File: src/dma_bench_macros.svh
// shared constants, NITERATIONS must be at least 1 and REPLAY_MODE only 1 or 2 is supported
`ifndef DMA_BENCH_MACROS_SVH
`define DMA_BENCH_MACROS_SVH

// request stream widths
`define BUS_DATA_WIDTH 256  // rq tdata bits
`define BUS_KEEP_WIDTH 8    // one keep bit per dword
`define RQ_USER_WIDTH  60   // rq tuser bits

// operation field inside the first rq beat (descriptor header)
`define RQ_OP_LSB 75  // low bit of req type
`define RQ_OP_MSB 78  // high bit of req type

// replay control
`define NITERATIONS 8  // transfers issued per user descriptor
`define REPLAY_MODE 1  // 1 same address, 2 successive addresses
`define DRAIN_CYCLES 3 // idle wait after last transfer

// control byte layout
`define CTRL_EOP_BIT 3 // end of operation strobe

`endif

File: src/dma_bench_pkg.sv
// shared types for the dma benchmarking shim, widths come from the macros header
`include "dma_bench_macros.svh"

package dma_bench_pkg;

	// descriptor and statistics words
	typedef logic [63:0] word64_t;  // address, size, time, bytes, latency

	typedef logic [7:0] ctrl_byte_t;  // engine control byte

	// request stream payload
	typedef logic [`BUS_DATA_WIDTH-1:0] rq_data_t;  // tdata
	typedef logic [`BUS_KEEP_WIDTH-1:0] rq_keep_t;  // tkeep
	typedef logic [`RQ_USER_WIDTH-1:0]  rq_user_t;  // tuser

	// tlp request type, zero is memory read
	typedef logic [`RQ_OP_MSB-`RQ_OP_LSB:0] rq_op_t;

	typedef logic [31:0] iter_t;  // replay iteration count

	// descriptor replay states
	typedef enum logic [1:0] {
		ST_IDLE  = 2'd0,  // waiting for the user descriptor
		ST_BUSY  = 2'd1,  // replaying transfers
		ST_DRAIN = 2'd2   // fixed wait before reporting
	} replay_state_t;

endpackage

// my_stats.sv
// byte totals wrap at 64 bits after the NITERATIONS scaling, latency counts clock cycles only
`timescale 1ns/1ps
`include "dma_bench_macros.svh"

module my_stats (
	input  logic                   CLK,
	input  logic                   RST_N,
	input  logic                   req_start,
	input  logic                   req_is_read,
	input  logic                   rq_fire,
	input  logic                   rc_fire,
	input  logic                   run_active,
	input  logic                   run_start,
	input  logic                   run_done,
	input  logic                   original_update_latency,
	input  dma_bench_pkg::word64_t original_time_at_req,
	input  dma_bench_pkg::word64_t original_time_at_comp,
	input  dma_bench_pkg::word64_t original_bytes_at_req,
	input  dma_bench_pkg::word64_t original_bytes_at_comp,
	output logic                   faked_update_latency,
	output dma_bench_pkg::word64_t faked_current_latency,
	output dma_bench_pkg::word64_t faked_time_at_req,
	output dma_bench_pkg::word64_t faked_time_at_comp,
	output dma_bench_pkg::word64_t faked_bytes_at_req,
	output dma_bench_pkg::word64_t faked_bytes_at_comp
);
	import dma_bench_pkg::*;

	localparam word64_t SCALE = word64_t'(`NITERATIONS);  // replay factor for byte totals

	word64_t lat_cnt_r;      // cycles since first request of the run
	logic    counting_r;     // counter running
	word64_t lat_snap_r;     // latency seen by software
	logic    snap_event;     // beat that closes a latency sample
	word64_t time_req_r;     // accumulated request time
	word64_t time_comp_r;    // accumulated completion time
	word64_t time_req_base;  // accumulator start value
	word64_t time_comp_base;
	word64_t bytes_req_r;    // scaled request bytes
	word64_t bytes_comp_r;   // scaled completion bytes
	logic    update_r;       // run end pulse to software

	// latency counter, armed by the first header of a run
	always_ff @(posedge CLK) begin
		if (!RST_N) begin
			lat_cnt_r  <= '0;
			counting_r <= 1'b0;
		end else if (!run_active) begin
			lat_cnt_r  <= '0;  // idle clears
			counting_r <= 1'b0;
		end else if (counting_r || req_start) begin
			lat_cnt_r  <= lat_cnt_r + word64_t'(1);
			counting_r <= 1'b1;
		end
	end

	// reads close on completions, writes on request beats
	assign snap_event = req_is_read ? rc_fire : rq_fire;

	always_ff @(posedge CLK) begin
		if (!RST_N) begin
			lat_snap_r <= '0;
		end else if (snap_event) begin
			lat_snap_r <= lat_cnt_r + word64_t'(1);  // count includes this beat
		end
	end

	// time totals restart with each run
	assign time_req_base  = run_start ? word64_t'(0) : time_req_r;
	assign time_comp_base = run_start ? word64_t'(0) : time_comp_r;

	always_ff @(posedge CLK) begin
		if (!RST_N) begin
			time_req_r  <= '0;
			time_comp_r <= '0;
		end else if (original_update_latency) begin
			time_req_r  <= time_req_base + original_time_at_req;
			time_comp_r <= time_comp_base + original_time_at_comp;
		end else if (run_start) begin
			time_req_r  <= '0;
			time_comp_r <= '0;
		end
	end

	// per transfer bytes scaled to the whole run
	always_ff @(posedge CLK) begin
		if (!RST_N) begin
			bytes_req_r  <= '0;
			bytes_comp_r <= '0;
		end else if (original_update_latency) begin
			bytes_req_r  <= original_bytes_at_req * SCALE;
			bytes_comp_r <= original_bytes_at_comp * SCALE;
		end
	end

	// one update per run
	always_ff @(posedge CLK) begin
		if (!RST_N) begin
			update_r <= 1'b0;
		end else begin
			update_r <= run_done;
		end
	end

	assign faked_update_latency  = update_r;
	assign faked_current_latency = lat_snap_r;
	assign faked_time_at_req     = time_req_r;
	assign faked_time_at_comp    = time_comp_r;
	assign faked_bytes_at_req    = bytes_req_r;
	assign faked_bytes_at_comp   = bytes_comp_r;

endmodule

File: src/descriptor_replay.sv
// replays one descriptor NITERATIONS times, mode 2 leaves the caller to keep the address range writable
`timescale 1ns/1ps
`include "dma_bench_macros.svh"

module descriptor_replay #(
	parameter int REPLAY_MODE = `REPLAY_MODE  // 1 same address, 2 successive addresses
) (
	input  logic                      CLK,
	input  logic                      RST_N,
	input  logic                      original_engine_valid,
	input  dma_bench_pkg::word64_t    original_size,
	input  dma_bench_pkg::word64_t    original_addr,
	input  dma_bench_pkg::ctrl_byte_t original_control_byte,
	output logic                      faked_engine_valid,
	output dma_bench_pkg::word64_t    faked_size,
	output dma_bench_pkg::word64_t    faked_addr,
	output dma_bench_pkg::ctrl_byte_t faked_control_byte,
	output logic                      run_active,
	output logic                      run_start,
	output logic                      run_done
);
	import dma_bench_pkg::*;

	localparam iter_t      LAST_ITER  = iter_t'(`NITERATIONS);   // final replay index
	localparam logic [7:0] DRAIN_LOAD = 8'(`DRAIN_CYCLES);       // drain counter start

	replay_state_t state_r;        // replay fsm
	iter_t         iter_r;         // current iteration, 1 based
	word64_t       addr_r;         // address shown to the engine
	word64_t       size_r;         // size shown to the engine
	logic          engine_valid_r; // faked descriptor valid
	logic [7:0]    drain_cnt_r;    // remaining drain cycles
	logic          done_r;         // first idle cycle after drain
	logic          eop;            // end of operation from the engine
	logic          last_iter;      // on the final transfer

	assign eop       = original_control_byte[`CTRL_EOP_BIT];
	assign last_iter = (iter_r == LAST_ITER);

	// state, iteration and drain control
	always_ff @(posedge CLK) begin
		if (!RST_N) begin
			state_r        <= ST_IDLE;
			iter_r         <= iter_t'(1);
			engine_valid_r <= 1'b0;
			drain_cnt_r    <= 8'd0;
			done_r         <= 1'b0;
		end else begin
			done_r <= 1'b0;  // single cycle pulse
			case (state_r)
				ST_IDLE: begin
					iter_r         <= iter_t'(1);
					engine_valid_r <= 1'b0;
					if (original_engine_valid) begin
						state_r        <= ST_BUSY;
						engine_valid_r <= 1'b1;  // start replay
					end
				end
				ST_BUSY: begin
					if (eop) begin
						iter_r <= iter_r + iter_t'(1);
						if (last_iter) begin
							state_r        <= ST_DRAIN;
							engine_valid_r <= 1'b0;  // hide engine until next descriptor
							drain_cnt_r    <= DRAIN_LOAD;
						end
					end
				end
				ST_DRAIN: begin
					drain_cnt_r <= drain_cnt_r - 8'd1;
					if (drain_cnt_r == 8'd0) begin
						state_r <= ST_IDLE;
						done_r  <= 1'b1;  // seen in the first idle cycle
					end
				end
				default: begin
					state_r        <= ST_IDLE;
					engine_valid_r <= 1'b0;
				end
			endcase
		end
	end

	// descriptor payload, follows the inputs in idle and steps on each eop
	always_ff @(posedge CLK) begin
		if (state_r == ST_IDLE) begin
			size_r <= original_size;
			addr_r <= original_addr;
		end else if ((state_r == ST_BUSY) && eop) begin
			size_r <= original_size;
			if (REPLAY_MODE == 2) begin
				addr_r <= addr_r + size_r;  // next slot in memory
			end else begin
				addr_r <= original_addr;    // same slot again
			end
		end
	end

	// software sees only the final end of operation
	always_comb begin
		faked_control_byte = '0;
		faked_control_byte[`CTRL_EOP_BIT] = eop && last_iter && (state_r == ST_BUSY);
	end

	assign faked_engine_valid = engine_valid_r;
	assign faked_size         = size_r;
	assign faked_addr         = addr_r;

	// run markers for the statistics block
	assign run_active = (state_r != ST_IDLE);
	assign run_start  = (state_r == ST_IDLE) && original_engine_valid;  // leaving idle
	assign run_done   = done_r;

endmodule

File: src/dma_bench_top.sv
// request stream passes through with no storage, back-pressure comes only from the pcie core
`timescale 1ns/1ps
`include "dma_bench_macros.svh"

module dma_bench_top (
	input  logic                      CLK,
	input  logic                      RST_N,
	// descriptor side
	input  logic                      original_engine_valid,
	input  dma_bench_pkg::word64_t    original_size,
	input  dma_bench_pkg::word64_t    original_addr,
	input  dma_bench_pkg::ctrl_byte_t original_control_byte,
	output logic                      faked_engine_valid,
	output dma_bench_pkg::word64_t    faked_size,
	output dma_bench_pkg::word64_t    faked_addr,
	output dma_bench_pkg::ctrl_byte_t faked_control_byte,
	// request stream from the engine
	input  dma_bench_pkg::rq_data_t   m_axis_rq_tdata,
	input  dma_bench_pkg::rq_user_t   m_axis_rq_tuser,
	input  logic                      m_axis_rq_tlast,
	input  dma_bench_pkg::rq_keep_t   m_axis_rq_tkeep,
	input  logic                      m_axis_rq_tvalid,
	output logic                      m_axis_rq_tready,
	// request stream to the pcie core
	output dma_bench_pkg::rq_data_t   faked_axis_rq_tdata,
	output dma_bench_pkg::rq_user_t   faked_axis_rq_tuser,
	output logic                      faked_axis_rq_tlast,
	output dma_bench_pkg::rq_keep_t   faked_axis_rq_tkeep,
	output logic                      faked_axis_rq_tvalid,
	input  logic                      faked_axis_rq_tready,
	// completion stream, observed only
	input  logic                      s_axis_rc_tvalid,
	input  logic                      s_axis_rc_tready,
	// statistics side
	input  logic                      original_update_latency,
	input  dma_bench_pkg::word64_t    original_time_at_req,
	input  dma_bench_pkg::word64_t    original_time_at_comp,
	input  dma_bench_pkg::word64_t    original_bytes_at_req,
	input  dma_bench_pkg::word64_t    original_bytes_at_comp,
	output logic                      faked_update_latency,
	output dma_bench_pkg::word64_t    faked_current_latency,
	output dma_bench_pkg::word64_t    faked_time_at_req,
	output dma_bench_pkg::word64_t    faked_time_at_comp,
	output dma_bench_pkg::word64_t    faked_bytes_at_req,
	output dma_bench_pkg::word64_t    faked_bytes_at_comp
);

	logic req_start;    // header beat accepted
	logic req_is_read;  // current tlp is a memory read
	logic run_active;   // replay in progress
	logic run_start;    // replay begins
	logic run_done;     // replay finished
	logic rq_fire;      // request beat transfer
	logic rc_fire;      // completion beat transfer

	// zero latency pass-through
	assign faked_axis_rq_tdata  = m_axis_rq_tdata;
	assign faked_axis_rq_tuser  = m_axis_rq_tuser;
	assign faked_axis_rq_tlast  = m_axis_rq_tlast;
	assign faked_axis_rq_tkeep  = m_axis_rq_tkeep;
	assign faked_axis_rq_tvalid = m_axis_rq_tvalid;
	assign m_axis_rq_tready     = faked_axis_rq_tready;

	assign rq_fire = m_axis_rq_tvalid && faked_axis_rq_tready;
	assign rc_fire = s_axis_rc_tvalid && s_axis_rc_tready;

	rq_header_decode i_rq_header_decode (
		.CLK         (CLK),
		.RST_N       (RST_N),
		.rq_tvalid   (m_axis_rq_tvalid),
		.rq_tready   (faked_axis_rq_tready),
		.rq_tlast    (m_axis_rq_tlast),
		.rq_tdata    (m_axis_rq_tdata),
		.req_start   (req_start),
		.req_is_read (req_is_read)
	);

	descriptor_replay #(
		.REPLAY_MODE (`REPLAY_MODE)
	) i_descriptor_replay (
		.CLK                   (CLK),
		.RST_N                 (RST_N),
		.original_engine_valid (original_engine_valid),
		.original_size         (original_size),
		.original_addr         (original_addr),
		.original_control_byte (original_control_byte),
		.faked_engine_valid    (faked_engine_valid),
		.faked_size            (faked_size),
		.faked_addr            (faked_addr),
		.faked_control_byte    (faked_control_byte),
		.run_active            (run_active),
		.run_start             (run_start),
		.run_done              (run_done)
	);

	my_stats i_bench_stats (
		.CLK                     (CLK),
		.RST_N                   (RST_N),
		.req_start               (req_start),
		.req_is_read             (req_is_read),
		.rq_fire                 (rq_fire),
		.rc_fire                 (rc_fire),
		.run_active              (run_active),
		.run_start               (run_start),
		.run_done                (run_done),
		.original_update_latency (original_update_latency),
		.original_time_at_req    (original_time_at_req),
		.original_time_at_comp   (original_time_at_comp),
		.original_bytes_at_req   (original_bytes_at_req),
		.original_bytes_at_comp  (original_bytes_at_comp),
		.faked_update_latency    (faked_update_latency),
		.faked_current_latency   (faked_current_latency),
		.faked_time_at_req       (faked_time_at_req),
		.faked_time_at_comp      (faked_time_at_comp),
		.faked_bytes_at_req      (faked_bytes_at_req),
		.faked_bytes_at_comp     (faked_bytes_at_comp)
	);

endmodule

File: src/rq_header_decode.sv
// assumes the first accepted beat of every tlp carries the descriptor header, no mid-packet resync
`timescale 1ns/1ps
`include "dma_bench_macros.svh"

module rq_header_decode (
	input  logic                    CLK,
	input  logic                    RST_N,
	input  logic                    rq_tvalid,
	input  logic                    rq_tready,
	input  logic                    rq_tlast,
	input  dma_bench_pkg::rq_data_t rq_tdata,
	output logic                    req_start,
	output logic                    req_is_read
);
	import dma_bench_pkg::*;

	logic   sop_r;        // next accepted beat opens a tlp
	logic   beat_fire;    // beat accepted this cycle
	rq_op_t op;           // request type of the current beat
	logic   op_is_read;   // header says memory read
	logic   is_read_r;    // held read flag of the last header

	assign beat_fire = rq_tvalid && rq_tready;
	assign op        = rq_tdata[`RQ_OP_MSB:`RQ_OP_LSB];
	assign op_is_read = (op == rq_op_t'(0));

	// header beat marker, same cycle as the accepted beat
	assign req_start = beat_fire && sop_r;

	// start of packet tracking
	always_ff @(posedge CLK) begin
		if (!RST_N) begin
			sop_r <= 1'b1;  // first beat after reset is a header
		end else if (beat_fire) begin
			sop_r <= rq_tlast;  // rearm after the last beat
		end
	end

	// remember the request type until the next header
	always_ff @(posedge CLK) begin
		if (!RST_N) begin
			is_read_r <= 1'b0;
		end else if (req_start) begin
			is_read_r <= op_is_read;
		end
	end

	// header cycle uses the live decode, later cycles the held one
	assign req_is_read = req_start ? op_is_read : is_read_r;

endmodule

File: config.mk
export PLATFORM = sky130hd
export DESIGN_NAME = dma_bench_top
export DESIGN_NICKNAME = d
export VERILOG_FILES = /design/src/dma_bench_pkg.sv /design/src/my_stats.sv /design/src/descriptor_replay.sv /design/src/dma_bench_top.sv /design/src/rq_header_decode.sv
export VERILOG_INCLUDE_DIRS = /design/src
export SDC_FILE = /design/constraint.sdc
export NUM_CORES = 1
export LEC_CHECK = 0
export BUFFER_PORTS_ARGS = -buffer_cell sky130_fd_sc_hd__buf_2
export CAP_MARGIN = 20
export CORE_AREA = 2 2 596 598
export CTS_BUF_LIST = sky130_fd_sc_hd__clkbuf_4 sky130_fd_sc_hd__clkbuf_8
export DETAILED_ROUTE_END_ITERATION = 16
export DIE_AREA = 0 0 598 600
export GPL_TIMING_DRIVEN = 0
export HOLD_SLACK_MARGIN = 0.15
export PLACE_DENSITY = 0.3
export SYNTH_ARGS = -nofsm -noshare
export SYNTH_HDL_FRONTEND = slang
export SYNTH_SLANG_ARGS = --single-unit
export TNS_END_PERCENT = 10
File: constraint.sdc
create_clock -name CLK -period 5.1 [get_ports CLK]
set_clock_uncertainty 0.05 [all_clocks]
set_input_delay 0.51 -clock CLK [delete_from_list [all_inputs] [get_ports CLK]]
set_output_delay 0.51 -clock CLK [all_outputs]
set_load 0.02 [all_outputs]
==> results.md, run 1 <==
* Critical Path Slowest Stage Cell: o31ai_1
* Main synth FF type: dfxtp_1
* Input/output buffers at 1,162
* Layout cells sized above 1 at 34.4%
* Final worst path period share at 96.7%
* Met2 Use GR at 17.2%
* Sink Count at 554
* Core ar. at 352,000 um^2
* Async SR Flop Fraction at 0%
* Cell mode on critical path: o21ai_0
* Gr usage total at 11.1%
* WP data required at 5.87 ns
* Fin crit period at 4.93 ns
* Cells after Synth at 3,506
* Worst setup EP type: flop
* Post-route DRC at 0
* Die width at 598 um
* Clock-pin transition on the worst setup and hold timing paths at 0.06 ns
* Final core utilization at 14.5%
* Avg Synthesized Cell Area at 8.93 um^2
* CP arrival at 5.70 ns
* Pwr per Cell Area at 286 nW/um^2
* CP delay by family, top: compound AO/OA/AOI/OAI gates
* Grt peak-use layer: met2
* Worst-Margin Slew at 1.20 ns
* CP Cell Sequence: nor2_4, nand2_2, buf_4, clkbuf_2, buf_8, and2_1, ha_1, o21ai_0, o21bai_1, a21oi_2, o41a_1, o31a_1, o31ai_1, a211oi_2, o21ai_0, xor2_1, a22o_1
* Met3 usage at 4.09%
* Vias in the first global route at 33,000
* Clock Tree Buf Depth at 4
* Commonest non-fill, non-tap cells in the layout: 1,171 x buf_2, 467 x nor2_1, 453 x dlygate4sd3_1
* Num rows at 218
* Vias/cell at 3.27
* Final Non-Filler Cells at 10,100
* Routed length per placed instance at 20.9 um
* Post-route ant nets at 0
* Largest net degree at the start of global routing at 81
* Max Cap Viol at 0
* Detailed-placement wirelength estimate at 175,000 um
* Slowest Stage Delay on Critical Path at 0.57 ns
* Sequential share of the synthesized area at 39.5%
* Drt total wl at 210,000 um
* Max Clock Freq at 203 MHz
* Worst-skew pair later-pin latency at 0.95 ns
* Hold Fails Final Rpt at 0
* RSZ-0062 raised after global routing: true
* Crit start category: flop
* Post-Syn Area at 31,300 um^2
* Total number of vias at 32,900
* FF-to-FF setup slack at 0.17 ns
* FILL cells at 40,200
* Tot Pwr at 0.0146 W
* Placed cell area at 43,300 um^2
* Initial drt markers at 1,586
* Die area at 359,000 um^2
* Aggregate global routing overflow at 0
* Post-route cell area at 51,000 um^2
* H-tree depth at 4
* Placed Cells at 9,319
* Leading cell type in the layout, fill and taps excluded: buf_2
* Final weighted congestion in routability-driven placement at 0.834
* Antenna violations before repair at 111
* GR met1 Demand/Resource at 14.3%
* I/O pin count at 1,510
* Hold WS at 0.282 ns
* Buf+Inv Stages, Crit Path at 3
* Leakage at 22.1 nW
* Initial core utilization at 8.90%
* Max-slew violations at 0
* CTS tree: built
* Syn. warnings at 0
* Rel. slew slack at 20.1%
* Outcome: finished clean
* First-pass GRT wire length at 277,000 um
* Worst Hold Class: in -> reg
* Clock buffer count from CTS at 137
* Post-synth EDFFs at 128
* Critical path peak fanout at 10
* CP Class: reg -> reg
* Synth unique cells at 86
* Max IR drop VDD at 152 uV
* Detailed Routing Iterations Pass 1 at 5
* Fin nets at 6,154
* P&R area growth vs syn at 62.9%
* CTS root buffer: clkbuf_8
* Die Ht at 600 um
* Post-synthesis register bit count at 554
* Final setup vio count at 0
==> per-stage QoR <==
stage          worst slack (ns)  setup TNS [ns]
6_report                  0.167               0
2_1_floorplan             0.119               0
4_1_cts                -0.00965        -0.00965
3_5_place_dp              -1.57          -55.73
3_3_place_gp              -3.40         -631.72
5_1_grt                 -0.0768         -0.0834
==> what timing repair did <==
| item | CTS | global route |
|---|---|---|
| hold buffers | 453 | 0 |
| buffers inserted | 3 | 2 |
| endpoints found under the setup margin | 85 | 27 |
| pin swaps | 2 | 3 |
| hold endpoints to repair | 351 | 0 |
| resized for setup | 41 | 19 |
==> final cells by class <==
type / count / area (um^2) / share of cell area [%]
Buffer: 518 / 3330 / 6.52
Clock inverter: 38 / 300 / 0.589
Timing Repair Buffer: 1639 / 10700 / 21.0
Tap cell: 4620 / 5780 / 11.3
Sequential cell: 554 / 12400 / 24.2
Inverter: 40 / 155 / 0.304
Multi-Input combinational cell: 2406 / 15800 / 30.9
Clock buffer: 197 / 2500 / 4.90
Antenna cell: 39 / 97.6 / 0.191
==> Yosys cell counts (all sizes together) (9+ instances only) <==
cell / instances / area (um^2)
or4: 9 / 67.6
nand3: 84 / 450
edfxtp: 128 / 3840
nor4: 20 / 140
nor3: 39 / 200
a21oi: 216 / 1080
o21a: 13 / 97.6
o211ai: 13 / 97.6
mux2i: 183 / 1830
xor2: 102 / 893
and4: 9 / 78.8
or3: 35 / 220
ha: 131 / 1640
nand2b: 15 / 93.8
nor2: 471 / 1770
o21bai: 39 / 293
inv: 39 / 146
a21o: 86 / 646
clkbuf: 145 / 557
o21ai: 113 / 566
or2: 11 / 68.8
nand2: 216 / 811
xnor2: 115 / 1010
nor2b: 9 / 56.3
o31ai: 12 / 90.1
a211oi: 80 / 601
a221o: 12 / 120
and3: 32 / 201
dfxtp: 426 / 8530
nand4: 55 / 344
buf: 371 / 2710
a22o: 23 / 201
and2: 139 / 872
a31oi: 28 / 175
==> power breakdown <==
group | switching (W) | total [W] | internal (W)
clock network | 0.00264 | 0.00593 | 0.00329
registers | 0.000156 | 0.00495 | 0.00479
logic | 0.00231 | 0.00373 | 0.00142
==> routing by layer <==
metal	part of all wire, %	wire (um)
met5	0.19	390
met4	3.0	6320
met3	9.1	19200
met2	44	92100
met1	44	92200
==> sequential cells by signal, indices dropped and copies added (netlist names), 2 cells and up <==
signal	count
i_bench_stats.faked_bytes_at_comp	61
i_bench_stats.lat_cnt_r	64
i_bench_stats.faked_bytes_at_req	61
i_descriptor_replay.state_r	2
i_bench_stats.faked_time_at_comp	64
i_descriptor_replay.drain_cnt_r	8
i_bench_stats.faked_time_at_req	64
i_descriptor_replay.iter_r	32
i_bench_stats.faked_current_latency	64
i_descriptor_replay.faked_size	64
i_descriptor_replay.faked_addr	64
==> path summary, 6_finish.rpt <==
| check | endpoint | start | cells past startpoint |
|---|---|---|---|
| worst max-delay path | i_bench_stats.faked_time_at_req[48] | i_descriptor_replay.state_r[1] | 17 |
| worst min-delay path | i_descriptor_replay.faked_size[0] | original_size[0] | 2 |
| worst max register to register | i_bench_stats.faked_time_at_req[48] | i_descriptor_replay.state_r[1] | 17 |
| worst min register to register | i_bench_stats.faked_update_latency | i_descriptor_replay.run_done | 1 |
==> cell families (layout without fill, tap and decap cells) <==
family	count (synthesis)	in the layout	synth area share, %
and+or+nand+nor	1159	1159	17.7
AOI/OAI and AO/OA	695	695	14.4
buffers and inverters	558	2432	11.0
DFF	554	554	39.5
xor gates and xnor gates	217	217	6.07
muxes	189	189	6.06
adders and majority gates	133	133	5.36
other	1	52	0.0120
Note: power is estimated with default switching activity, not from simulation.
==> run 2, diff against run 1 <==
- CORE_AREA: 2 2 596 598 -> 2 2 586 588
- CTS_BUF_LIST: sky130_fd_sc_hd__clkbuf_4 sky130_fd_sc_hd__clkbuf_8 -> unset
- CTS_CLUSTER_SIZE: unset -> 30
- DIE_AREA: 0 0 598 600 -> 0 0 588 590
- TNS_END_PERCENT: 10 -> 5
==> results.md, run 2 (synthesis results as in run 1) <==
* Clock Tree Buf Depth at 4
* Antenna violations before repair at 122
* Drt total wl at 205,000 um
* CP arrival at 5.43 ns
* I/O pin count at 1,510
* WP data required at 5.72 ns
* Leading cell type in the layout, fill and taps excluded: buf_2
* Setup WS pre-CTS at -1.10 ns
* Footprint of the multi-input gates at 15,700 um^2
* Rel. slew slack at 16.5%
* Routed length per placed instance at 21.0 um
* Worst-Margin Slew at 1.25 ns
* Detailed Routing Iterations Pass 1 at 5
* Seq pwr share at 33.5%
* Vias in the first global route at 31,000
* Placed cell area at 43,300 um^2
* Max-slew violations at 0
* Hold Fails Final Rpt at 0
* Final worst path period share at 94.2%
* Input/output buffers at 1,162
* Critical path peak fanout at 10
* Sw Ratio at 33.5%
* Gr usage total at 11.2%
* Setup TNS at 0 ns
* Post-route cell area at 49,300 um^2
* Sink Count at 554
* Tot Pwr at 0.0148 W
* Aggregate global routing overflow at 0
* Worst Hold Class: in -> reg
* FILL cells at 39,200
* Die Ht at 590 um
* First-pass GRT wire length at 269,000 um
* Sw power at 0.00495 W
* Post-route ant nets at 0
* Combinational Power Share at 24.2%
* P&R area growth vs syn at 57.3%
* CTS root buffer: clkbuf_16
* Pwr per Cell Area at 300 nW/um^2
* Die area at 347,000 um^2
* Register area at 12,400 um^2
* Fin nets at 5,929
* Crit start category: flop
* Max Clock Freq at 208 MHz
* Initial core utilization at 9.18%
* Fin crit period at 4.81 ns
* Largest net degree at the start of global routing at 80
* Vias/cell at 3.26
* Outcome: finished clean
* Final weighted congestion in routability-driven placement at 0.821
* Clock Power Share at 42.3%
* Pint at 0.00983 W
* Max Cap Viol at 0
* Layout cells sized above 1 at 34.4%
* Die width at 588 um
* CTS tree: built
* Worst-skew pair later-pin latency at 0.81 ns
* Post-route setup slack at 0.295 ns
* Max IR drop VDD at 252 uV
* Hold WS at 0.260 ns
* RSZ-0062 raised after global routing: false
* H-tree depth at 3
* Core ar. at 341,000 um^2
* Num rows at 215
* Initial drt markers at 1,862
* Commonest non-fill, non-tap cells in the layout: 1,167 x buf_2, 467 x nor2_1, 426 x dfxtp_1
* Clock-pin transition on the worst setup and hold timing paths at 0.06 ns
* CP Class: reg -> reg
* Total number of vias at 31,700
* Worst setup EP type: flop
* Final setup vio count at 0
* Clock buffer count from CTS at 88
* Detailed-placement wirelength estimate at 173,000 um
* Post-route DRC at 0
* Leakage at 21.3 nW
## run 2: cell count changes in the layout (fill, tap and decap cells not counted), moves of 12 or more
cell,previous run,this run
clkbuf_16,0,89
clkbuf_8,165,17
clkbuf_4,34,2
clkbuf_1,124,136
dlygate4sd3_1,453,272
## run 2: critical path, cell delays in order, from the launching register on
cell and delay (ns):
dfxtp_1 0.43, nor2_4 0.09, nand2_1 0.20, buf_8 0.24, clkbuf_2 0.22, buf_8 0.18, and2_1 0.16, ha_1 0.21
fa_1 0.23, a21oi_1 0.09, or3b_2 0.51, a211oi_1 0.29, o21ai_0 0.25, a211oi_2 0.26, buf_4 0.16, o211ai_1 0.18
a21oi_4 0.34, a31oi_1 0.19, xnor2_1 0.16, a22o_1 0.20
## run 2: final timing paths
kind	startpoint	slack [ns]	to	cells past startpoint
setup / recovery	i_descriptor_replay.state_r[1]	0.29	i_bench_stats.faked_time_at_comp[58]	19
hold / removal	original_time_at_comp[18]	0.26	i_bench_stats.faked_time_at_comp[18]	4
setup reg to reg	i_descriptor_replay.state_r[1]	0.29	i_bench_stats.faked_time_at_comp[58]	19
hold reg to reg	i_descriptor_replay.run_done	0.41	i_bench_stats.faked_update_latency	1
## run 2: power by group through the flow
| stage | Sequential, W | Clock, W | Combinational (W) |
|---|---|---|---|
| final | 0.00495 | 0.00626 | 0.00357 |
| after global routing | 0.00498 | 0.00669 | 0.00388 |
| after CTS | 0.00496 | 0.00661 | 0.00364 |
| after detailed placement | 0.00505 | 0 | 0.00341 |
| after global placement | 0.00506 | 0 | 0.00339 |
| after floorplan | 0.00534 | 0 | 0.00163 |
## run 2: cell type report
class	count	share of cell area (%)
antenna	46	0.234
inverter	40	0.315
multi-input combinational	2406	32.0
sequential	554	25.1
clock buffer	117	5.06
buffer	517	6.75
clock inverter	37	0.747
timing repair buffer	1464	18.2
tap	4557	11.6
## run 2: metrics by stage
stage | utilization, % | cells
after CTS | 14.4 | 9691
final | 14.4 | 9738
after detailed placement | 12.7 | 9263
after global placement | 12.6 | 9237
after floorplan | - | 3518
after global routing | 14.4 | 9695
## run 2: repair_timing
action / 4_1_cts / 5_1_grt
gates resized for setup: 26 / 28
pin swaps: 3 / 3
buffers inserted: 2 / 1
setup endpoints to repair: 68 / 26
hold endpoints to repair: 268 / 0
hold buffers: 272 / 0
## run 2: metal layers
layer / routed length [um] / global-route usage [%] / vias to the layer above
met5: 293 / 0 / -
met1: 93100 / 15.1 / 14900
met2: 87800 / 17.1 / 1367
met4: 4320 / 2.71 / 46
li1: - / - / 15200
met3: 19100 / 3.73 / 199
